<file path="config.mk">
export PLATFORM = sky130hd
export DESIGN_NAME = fp_multiplier
export DESIGN_NICKNAME = d
export VERILOG_FILES = /design/src/hdl/fmul_pkg.sv /design/src/hdl/fmul_classify.sv /design/src/hdl/fmul_mant_mult.sv /design/src/hdl/fmul_round_pack.sv /design/src/hdl/fp_multiplier.sv
export SDC_FILE = /design/constraint.sdc
export NUM_CORES = 2
export LEC_CHECK = 0
export BUFFER_PORTS_ARGS = -buffer_cell sky130_fd_sc_hd__buf_2
export CAP_MARGIN = 25
export CELL_PAD_IN_SITES_DETAIL_PLACEMENT = 2
export CELL_PAD_IN_SITES_GLOBAL_PLACEMENT = 2
export CORE_MARGIN = 2
export CORE_UTILIZATION = 43
export DETAILED_ROUTE_END_ITERATION = 12
export PLACE_DENSITY = 0.88
export SLEW_MARGIN = 20
export SYNTH_ARGS = -nofsm -noshare
export SYNTH_HDL_FRONTEND = slang
export SYNTH_HIERARCHICAL = 1
export SYNTH_SLANG_ARGS = --single-unit
</file>
<file path="constraint.sdc">
create_clock -name clk -period 8.1 [get_ports clk]
set_input_delay 1.215 -clock clk [delete_from_list [all_inputs] [get_ports clk]]
set_output_delay 1.215 -clock clk [all_outputs]
set_load 0.02 [all_outputs]
</file>
<file path="src/hdl/fmul_pkg.sv">
`default_nettype none

package fmul_pkg;

  // ~~~~~~~~~~~~~~~~~~~~~~~~~~~~~~~~~~~~~~~~~~~~~~~~~~~~~~~~~~~~
  // single-precision format
  // ~~~~~~~~~~~~~~~~~~~~~~~~~~~~~~~~~~~~~~~~~~~~~~~~~~~~~~~~~~~~

  localparam int exp_w    = 8;
  localparam int mant_w   = 23;
  localparam int exp_bias = 127;
  localparam int exp_max  = 255;   // all-ones exponent field.

  localparam int sig_w  = mant_w + 1;   // fraction with the hidden one.
  localparam int prod_w = 2 * sig_w;

  typedef logic [31:0] word_t;

  typedef struct packed {
    logic              sign;
    logic [exp_w-1:0]  exp;
    logic [mant_w-1:0] frac;
  } operand_t;

  // ~~~~~~~~~~~~~~~~~~~~~~~~~~~~~~~~~~~~~~~~~~~~~~~~~~~~~~~~~~~~
  // exception flags
  // ~~~~~~~~~~~~~~~~~~~~~~~~~~~~~~~~~~~~~~~~~~~~~~~~~~~~~~~~~~~~

  localparam int flag_nv = 4;   // invalid operation.
  localparam int flag_dz = 3;
  localparam int flag_of = 2;
  localparam int flag_uf = 1;
  localparam int flag_nx = 0;

  typedef logic [4:0] flags_t;

  // special-case code, decided once in the first stage.
  typedef enum logic [2:0] {
    spec_none,
    spec_nan,
    spec_inv,    // infinity times zero.
    spec_inf,
    spec_zero
  } special_e;

  // ~~~~~~~~~~~~~~~~~~~~~~~~~~~~~~~~~~~~~~~~~~~~~~~~~~~~~~~~~~~~
  // stage payloads
  // ~~~~~~~~~~~~~~~~~~~~~~~~~~~~~~~~~~~~~~~~~~~~~~~~~~~~~~~~~~~~

  typedef struct packed {
    operand_t a;
    operand_t b;
    special_e spec;
  } stage1_t;

  // the exponent is signed so the bias subtraction cannot wrap.
  typedef struct packed {
    logic               sign;
    logic signed [9:0]  exp;
    logic [prod_w-1:0]  prod;
    special_e           spec;
  } product_t;

endpackage

`default_nettype wire

</file>
<file path="src/hdl/fmul_classify.sv">
`timescale 1ns/1ps
`default_nettype none

module fmul_classify import fmul_pkg::*; (
  input  wire     clk,
  input  wire     rst_n,
  input  wire     word_t op_a,
  input  wire     word_t op_b,
  input  wire     valid_in,
  input  wire     ready_in,
  output logic    ready_out,
  output logic    valid_out,
  output stage1_t stage_out
);

  operand_t a;
  operand_t b;
  logic     nan_a;
  logic     nan_b;
  logic     inf_a;
  logic     inf_b;
  logic     zero_a;
  logic     zero_b;
  special_e spec;

  // ~~~~~~~~~~~~~~~~~~~~~~~~~~~~~~~~~~~~~~~~~~~~~~~~~~~~~~~~~~~~
  // unpack and classify
  // ~~~~~~~~~~~~~~~~~~~~~~~~~~~~~~~~~~~~~~~~~~~~~~~~~~~~~~~~~~~~

  assign a = operand_t'(op_a);
  assign b = operand_t'(op_b);

  assign nan_a = (a.exp == exp_w'(exp_max)) && (a.frac != '0);
  assign nan_b = (b.exp == exp_w'(exp_max)) && (b.frac != '0);
  assign inf_a = (a.exp == exp_w'(exp_max)) && (a.frac == '0);
  assign inf_b = (b.exp == exp_w'(exp_max)) && (b.frac == '0);

  // subnormals are flushed, so any zero exponent field reads as zero.
  assign zero_a = (a.exp == '0);
  assign zero_b = (b.exp == '0);

  always_comb begin
    if (nan_a || nan_b) begin
      spec = spec_nan;
    end else if ((inf_a && zero_b) || (inf_b && zero_a)) begin
      spec = spec_inv;
    end else if (inf_a || inf_b) begin
      spec = spec_inf;
    end else if (zero_a || zero_b) begin
      spec = spec_zero;
    end else begin
      spec = spec_none;
    end
  end

  // ~~~~~~~~~~~~~~~~~~~~~~~~~~~~~~~~~~~~~~~~~~~~~~~~~~~~~~~~~~~~
  // stage register
  // ~~~~~~~~~~~~~~~~~~~~~~~~~~~~~~~~~~~~~~~~~~~~~~~~~~~~~~~~~~~~

  assign ready_out = !valid_out || ready_in;

  always_ff @(posedge clk or negedge rst_n) begin
    if (!rst_n) begin
      valid_out <= 1'b0;
    end else if (ready_out) begin
      valid_out <= valid_in;
    end
  end

  always_ff @(posedge clk) begin
    if (ready_out && valid_in) begin
      stage_out <= '{a: a, b: b, spec: spec};
    end
  end

endmodule

`default_nettype wire

</file>
<file path="src/hdl/fmul_mant_mult.sv">
`timescale 1ns/1ps
`default_nettype none

module fmul_mant_mult import fmul_pkg::*; (
  input  wire      clk,
  input  wire      rst_n,
  input  wire      valid_in,
  input  wire      stage1_t stage_in,
  input  wire      ready_in,
  output logic     ready_out,
  output logic     valid_out,
  output product_t stage_out
);

  logic [sig_w-1:0]  sig_a;
  logic [sig_w-1:0]  sig_b;
  logic signed [9:0] exp_a;
  logic signed [9:0] exp_b;
  product_t          prod_d;

  // ~~~~~~~~~~~~~~~~~~~~~~~~~~~~~~~~~~~~~~~~~~~~~~~~~~~~~~~~~~~~
  // sign, exponent and mantissa product
  // ~~~~~~~~~~~~~~~~~~~~~~~~~~~~~~~~~~~~~~~~~~~~~~~~~~~~~~~~~~~~

  // zero operands are already coded as special, so the hidden one is always set.
  assign sig_a = {1'b1, stage_in.a.frac};
  assign sig_b = {1'b1, stage_in.b.frac};

  assign exp_a = $signed({2'b00, stage_in.a.exp});
  assign exp_b = $signed({2'b00, stage_in.b.exp});

  always_comb begin
    prod_d.sign = stage_in.a.sign ^ stage_in.b.sign;
    prod_d.exp  = exp_a + exp_b - $signed(10'(exp_bias));
    prod_d.prod = prod_w'(sig_a) * prod_w'(sig_b);   // 24 x 24 gives the full 48 bits.
    prod_d.spec = stage_in.spec;
  end

  // ~~~~~~~~~~~~~~~~~~~~~~~~~~~~~~~~~~~~~~~~~~~~~~~~~~~~~~~~~~~~
  // stage register
  // ~~~~~~~~~~~~~~~~~~~~~~~~~~~~~~~~~~~~~~~~~~~~~~~~~~~~~~~~~~~~

  assign ready_out = !valid_out || ready_in;

  always_ff @(posedge clk or negedge rst_n) begin
    if (!rst_n) begin
      valid_out <= 1'b0;
    end else if (ready_out) begin
      valid_out <= valid_in;
    end
  end

  always_ff @(posedge clk) begin
    if (ready_out && valid_in) begin
      stage_out <= prod_d;
    end
  end

endmodule

`default_nettype wire

</file>
<file path="src/hdl/fmul_round_pack.sv">
`timescale 1ns/1ps
`default_nettype none

module fmul_round_pack import fmul_pkg::*; (
  input  wire    clk,
  input  wire    rst_n,
  input  wire    valid_in,
  input  wire    product_t stage_in,
  input  wire    ready_in,
  output logic   ready_out,
  output logic   valid_out,
  output word_t  result,
  output flags_t flags
);

  typedef struct packed {
    logic              sign;
    logic [exp_w-1:0]  exp;
    logic [mant_w-1:0] frac;
    special_e          spec;
  } rounded_t;

  // handshake of the normalize, round and pack stages.
  logic norm_valid;
  logic norm_ready;
  logic rnd_valid;
  logic rnd_ready;
  logic out_ready;

  product_t norm_d;
  product_t norm_q;
  logic     sticky_d;
  logic     sticky_q;

  logic [sig_w-1:0]  kept;
  logic              guard;
  logic              rnd;
  logic              sticky;
  logic              round_up;
  logic [sig_w:0]    rounded;
  logic signed [9:0] exp_inc;
  rounded_t          rnd_d;
  rounded_t          rnd_q;

  word_t  result_d;
  flags_t flags_d;

  // ~~~~~~~~~~~~~~~~~~~~~~~~~~~~~~~~~~~~~~~~~~~~~~~~~~~~~~~~~~~~
  // stage 3 normalizes the product
  // ~~~~~~~~~~~~~~~~~~~~~~~~~~~~~~~~~~~~~~~~~~~~~~~~~~~~~~~~~~~~

  always_comb begin
    norm_d   = stage_in;
    sticky_d = 1'b0;
    if (stage_in.prod[prod_w-1]) begin   // product in [2, 4).
      norm_d.prod = stage_in.prod >> 1;
      norm_d.exp  = stage_in.exp + 10'sd1;
      sticky_d    = stage_in.prod[0];
    end
  end

  assign norm_ready = !norm_valid || rnd_ready;
  assign ready_out  = norm_ready;

  always_ff @(posedge clk or negedge rst_n) begin
    if (!rst_n) begin
      norm_valid <= 1'b0;
    end else if (norm_ready) begin
      norm_valid <= valid_in;
    end
  end

  always_ff @(posedge clk) begin
    if (norm_ready && valid_in) begin
      norm_q   <= norm_d;
      sticky_q <= sticky_d;
    end
  end

  // ~~~~~~~~~~~~~~~~~~~~~~~~~~~~~~~~~~~~~~~~~~~~~~~~~~~~~~~~~~~~
  // stage 4 rounds to nearest even
  // ~~~~~~~~~~~~~~~~~~~~~~~~~~~~~~~~~~~~~~~~~~~~~~~~~~~~~~~~~~~~

  assign kept   = norm_q.prod[prod_w-2 -: sig_w];   // leading one sits at bit 46.
  assign guard  = norm_q.prod[mant_w-1];
  assign rnd    = norm_q.prod[mant_w-2];
  assign sticky = (|norm_q.prod[mant_w-3:0]) || sticky_q;

  assign round_up = guard && (rnd || sticky || kept[0]);
  assign rounded  = {1'b0, kept} + (sig_w + 1)'(round_up);
  assign exp_inc  = norm_q.exp + 10'sd1;

  always_comb begin
    rnd_d.sign = norm_q.sign;
    rnd_d.spec = norm_q.spec;
    if (rounded[sig_w]) begin   // the carry out wrapped the mantissa to 2.0.
      rnd_d.exp  = exp_inc[exp_w-1:0];
      rnd_d.frac = rounded[sig_w-1:1];
    end else begin
      rnd_d.exp  = norm_q.exp[exp_w-1:0];
      rnd_d.frac = rounded[mant_w-1:0];
    end
  end

  assign out_ready = !valid_out || ready_in;
  assign rnd_ready = !rnd_valid || out_ready;

  always_ff @(posedge clk or negedge rst_n) begin
    if (!rst_n) begin
      rnd_valid <= 1'b0;
    end else if (rnd_ready) begin
      rnd_valid <= norm_valid;
    end
  end

  always_ff @(posedge clk) begin
    if (rnd_ready && norm_valid) begin
      rnd_q <= rnd_d;
    end
  end

  // ~~~~~~~~~~~~~~~~~~~~~~~~~~~~~~~~~~~~~~~~~~~~~~~~~~~~~~~~~~~~
  // stage 5 packs the result
  // ~~~~~~~~~~~~~~~~~~~~~~~~~~~~~~~~~~~~~~~~~~~~~~~~~~~~~~~~~~~~

  always_comb begin
    flags_d = '0;
    case (rnd_q.spec)
      spec_nan:  result_d = 32'h7fc0_0000;   // default quiet NaN.
      spec_inv:  result_d = 32'hffc0_0000;
      spec_inf:  result_d = {rnd_q.sign, 8'hff, 23'h0};
      spec_zero: result_d = {rnd_q.sign, 31'h0};
      default:   result_d = {rnd_q.sign, rnd_q.exp, rnd_q.frac};
    endcase
    flags_d[flag_nv] = (rnd_q.spec == spec_nan) || (rnd_q.spec == spec_inv);
    // range and precision exceptions are not detected.
    flags_d[flag_dz] = 1'b0;
    flags_d[flag_of] = 1'b0;
    flags_d[flag_uf] = 1'b0;
    flags_d[flag_nx] = 1'b0;
  end

  always_ff @(posedge clk or negedge rst_n) begin
    if (!rst_n) begin
      valid_out <= 1'b0;
      result    <= '0;
      flags     <= '0;
    end else if (out_ready) begin
      valid_out <= rnd_valid;
      if (rnd_valid) begin
        result <= result_d;
        flags  <= flags_d;
      end
    end
  end

endmodule

`default_nettype wire

</file>
<file path="src/hdl/fp_multiplier.sv">
`timescale 1ns/1ps
`default_nettype none

module fp_multiplier import fmul_pkg::*; (
  input  wire    clk,
  input  wire    rst_n,
  input  wire    word_t op_a,
  input  wire    word_t op_b,
  input  wire    start,
  input  wire    ready_in,
  output logic   ready_out,
  output logic   valid_out,
  output word_t  result,
  output flags_t flags
);

  // ~~~~~~~~~~~~~~~~~~~~~~~~~~~~~~~~~~~~~~~~~~~~~~~~~~~~~~~~~~~~
  // stage boundaries
  // ~~~~~~~~~~~~~~~~~~~~~~~~~~~~~~~~~~~~~~~~~~~~~~~~~~~~~~~~~~~~

  logic     s1_valid;
  logic     s1_ready;
  stage1_t  s1_data;

  logic     s2_valid;
  logic     s2_ready;
  product_t s2_data;

  // stage 1, operand classification.
  fmul_classify u_classify (
    .clk       (clk),
    .rst_n     (rst_n),
    .op_a      (op_a),
    .op_b      (op_b),
    .valid_in  (start),
    .ready_in  (s1_ready),
    .ready_out (ready_out),
    .valid_out (s1_valid),
    .stage_out (s1_data)
  );

  // stage 2, mantissa product.
  fmul_mant_mult u_mant_mult (
    .clk       (clk),
    .rst_n     (rst_n),
    .valid_in  (s1_valid),
    .stage_in  (s1_data),
    .ready_in  (s2_ready),
    .ready_out (s1_ready),
    .valid_out (s2_valid),
    .stage_out (s2_data)
  );

  // stages 3 to 5, normalize, round and pack.
  fmul_round_pack u_round_pack (
    .clk       (clk),
    .rst_n     (rst_n),
    .valid_in  (s2_valid),
    .stage_in  (s2_data),
    .ready_in  (ready_in),
    .ready_out (s2_ready),
    .valid_out (valid_out),
    .result    (result),
    .flags     (flags)
  );

endmodule

`default_nettype wire

</file>
==> key figures <==
Status
  – Run status: finished with violations
  – Failing checks: setup timing

Logic synthesis
  – Syn Area/Cell: 10.45 µm²
  – Synth Cell Area: 29190 µm²
  – Mapped Cells: 2795
  – Warnings from Yosys: 6

Timing
  – Slew HR: 0.2049
  – Skew final: 0.01387 ns
  – Highest clock rate: 110.0 MHz
  – Final setup viols: 22
  – Worst setup slack after layout: -0.9871 ns
  – Final Cycle Share: 1.122
  – Final Critical Period: 9.087 ns
  – Hold Vio Cnt, Final: 0
  – Slew Limit Fails: 0
  – Slew @ Worst Pin: 1.163 ns

Clock network
  – Clk root buf: clkbuf_16
  – CTS tree: yes
  – Clk_lat worst skew: 0.60 ns
  – TritonCTS buffer count: 31
  – H-tree depth: 1
  – Clk sinks: 260
  – CTS Buffer Depth: 3
  – Clock transition at path regs: 0.07 ns

Detailed routing
  – DR WL/cell: 37.58 µm
  – DRC viols: 0
  – Antenna Violating Nets Remaining: 0
  – Final wirelength: 143800 µm
  – Routed vias: 23990
  – Via-to-Cell Ratio: 6.271
  – First DRT Iteration DRCs: 2124
  – Initial DRT Pass Iterations: 5

Setup path
  – Max incr delay on CP: 1.00 ns
  – CP bufs+invs: 5
  – Top Family by Delay on Critical Path: adder cells
  – CP Cell Sequence: nand2_1 -> fa_1 -> inv_1 -> fa_1 -> inv_1 -> fa_1 -> fa_1 -> inv_1 -> fa_1 -> fa_1 -> inv_1 -> fa_1 -> inv_1 -> ha_1 -> a21o_1 -> a21o_1 -> a21oi_1 -> and3_1 -> nand3_1 -> a21boi_1 -> o31ai_1 -> xor2_1
  – Setup crit end kind: flop
  – CP max-delay cell: edfxtp_1
  – Kind of critical path: flop to flop
  – Crit start category: flop
  – Worst Path Max Fanout: 15
  – WP data arrival: 9.41 ns
  – Most frequent CP cell: fa_1
  – CP Data Required Time: 8.43 ns

Layout
  – # fillers: 6859
  – Finished Layout Cells: 3826
  – Final Net Count: 3665
  – Layout area overhead: 10.66%
  – Layout cells sized above 1: 0.1137

Floorplanning
  – Row cnt: 95
  – Die height: 264.6 µm
  – Die area: 69990 µm²
  – Ports: 107
  – Core footprint: 67160 µm²
  – Initial Util: 0.4347
  – Die X-Extent: 264.6 µm

Run
  – Max-cap viol count: 0

Global route
  – Vias in the first global route: 26600
  – GRT Overall Usage: 0.3342
  – GRT Residual Overflow: 0
  – Pin count of the biggest net entering global routing: 61
  – First-pass GRT wire length: 171200 µm
  – Initial antenna violation count: 8

Placement
  – Routability cong.: 0.9027
  – Post-DP HPWL: 91980 µm
  – Dpl cells: 3720
  – Port Buffers: 102

Hold path
  – Hold Crit Class: flop to flop
-- registers in the layout (all words and copies together) (netlist names) --
| signal | count |
|---|---|
| u_round_pack/sticky_q | 1 |
| u_round_pack/valid_out | 1 |
| u_mant_mult/stage_out | 60 |
| u_round_pack/kept | 24 |
| u_classify/valid_out | 1 |
| u_round_pack/norm_valid | 1 |
| u_classify/stage_out | 67 |
| u_round_pack/result | 32 |
| u_round_pack/flags | 1 |
| u_round_pack/rnd_valid | 1 |
| u_round_pack/guard | 1 |
| u_round_pack/rnd_q | 35 |
| u_round_pack/norm_q | 34 |
| u_mant_mult/valid_out | 1 |
-- what timing repair did --
action / CTS / global route
setup buffers: 4 / 34
hold endpoints to repair: 0 / 0
endpoints found under the setup margin: 2 / 16
hold buffers: 0 / 0
gates resized for setup: 1 / 1
-- per-stage QoR --
stage,util,TNS [ns],setup WS (ns),hold slack (ns),instance area (µm²)
3_5_place_dp,0.4589,-0.04443,-0.03930,0.4129,30820
2_1_floorplan,-,0,1.338,0.4003,29210
6_report,0.4811,-13.75,-0.9871,0.4227,32310
4_1_cts,0.4741,0,0.007338,0.4261,31840
5_1_grt,0.4809,-17.31,-1.117,0.4426,32290
3_3_place_gp,0.4588,0,0.5441,0.4007,30810
-- cell type report --
| cell class | instances | area (µm²) | share of cell area |
|---|---|---|---|
| timing repair buffer | 210 | 1490 | 0.04613 |
| multi-input combinational | 1819 | 18860 | 0.5837 |
| sequential | 260 | 7617 | 0.2358 |
| clock inverter | 15 | 106.4 | 0.003292 |
| tap | 873 | 1092 | 0.03381 |
| inverter | 601 | 2257 | 0.06987 |
| antenna | 6 | 15.01 | 0.0004647 |
| clock buffer | 42 | 869.6 | 0.02692 |
-- routing by layer --
| metal | part of all wire | up-vias | GRT usage |
|---|---|---|---|
| met3 | 0.10 | 988 | 0.06447 |
| met2 | 0.47 | 1928 | 0.6082 |
| li1 | - | 8949 | - |
| met4 | 0.12 | 8 | 0.2225 |
| met1 | 0.31 | 12120 | 0.3504 |
| met5 | 0.00072 | - | 0 |
-- path summary, 6_finish.rpt --
kind | slack, ns | startpoint | cells past startpoint | end
hold / removal | 0.42 | u_classify/stage_out[1]$_SDFFCE_PP0P_ | 0 | u_mant_mult/stage_out[1]$_DFFE_PP_
setup reg to reg | -0.99 | u_classify/stage_out[55]$_DFFE_PP_ | 22 | u_mant_mult/stage_out[44]$_DFFE_PP_
max in group asynchronous | 6.83 | rst_n | 1 | u_mant_mult/valid_out$_DFFE_PN0N_
setup / recovery | -0.99 | u_classify/stage_out[55]$_DFFE_PP_ | 22 | u_mant_mult/stage_out[44]$_DFFE_PP_
min in group asynchronous | 0.73 | rst_n | 1 | u_round_pack/result[15]$_DFFE_PN0P_
hold reg to reg | 0.42 | u_classify/stage_out[1]$_SDFFCE_PP0P_ | 0 | u_mant_mult/stage_out[1]$_DFFE_PP_
-- placed cells by master (no fill, tap or decap), types with 6 or more instances in the layout --
| cell | instances |
|---|---|
| a21o_1 | 30 |
| a21oi_1 | 61 |
| a22o_1 | 22 |
| a31oi_1 | 7 |
| and2_1 | 253 |
| and3_1 | 6 |
| buf_12 | 8 |
| buf_2 | 102 |
| buf_4 | 91 |
| clkbuf_1 | 8 |
| clkbuf_16 | 33 |
| clkinv_2 | 6 |
| dfrtp_1 | 38 |
| diode_2 | 6 |
| edfxtp_1 | 222 |
| fa_1 | 483 |
| ha_1 | 191 |
| inv_1 | 598 |
| mux2_2 | 48 |
| nand2_1 | 310 |
| nand2b_1 | 9 |
| nand3_1 | 21 |
| nand4_1 | 24 |
| nor2_1 | 75 |
| nor3_1 | 12 |
| nor4_1 | 26 |
| o21a_1 | 10 |
| o21ai_0 | 46 |
| o21bai_1 | 13 |
| or3_1 | 9 |
| xnor2_1 | 51 |
| xor2_1 | 25 |
Power is not shown: default switching activity piles up to over one toggle a cycle in this logic, so the estimate is an artifact.
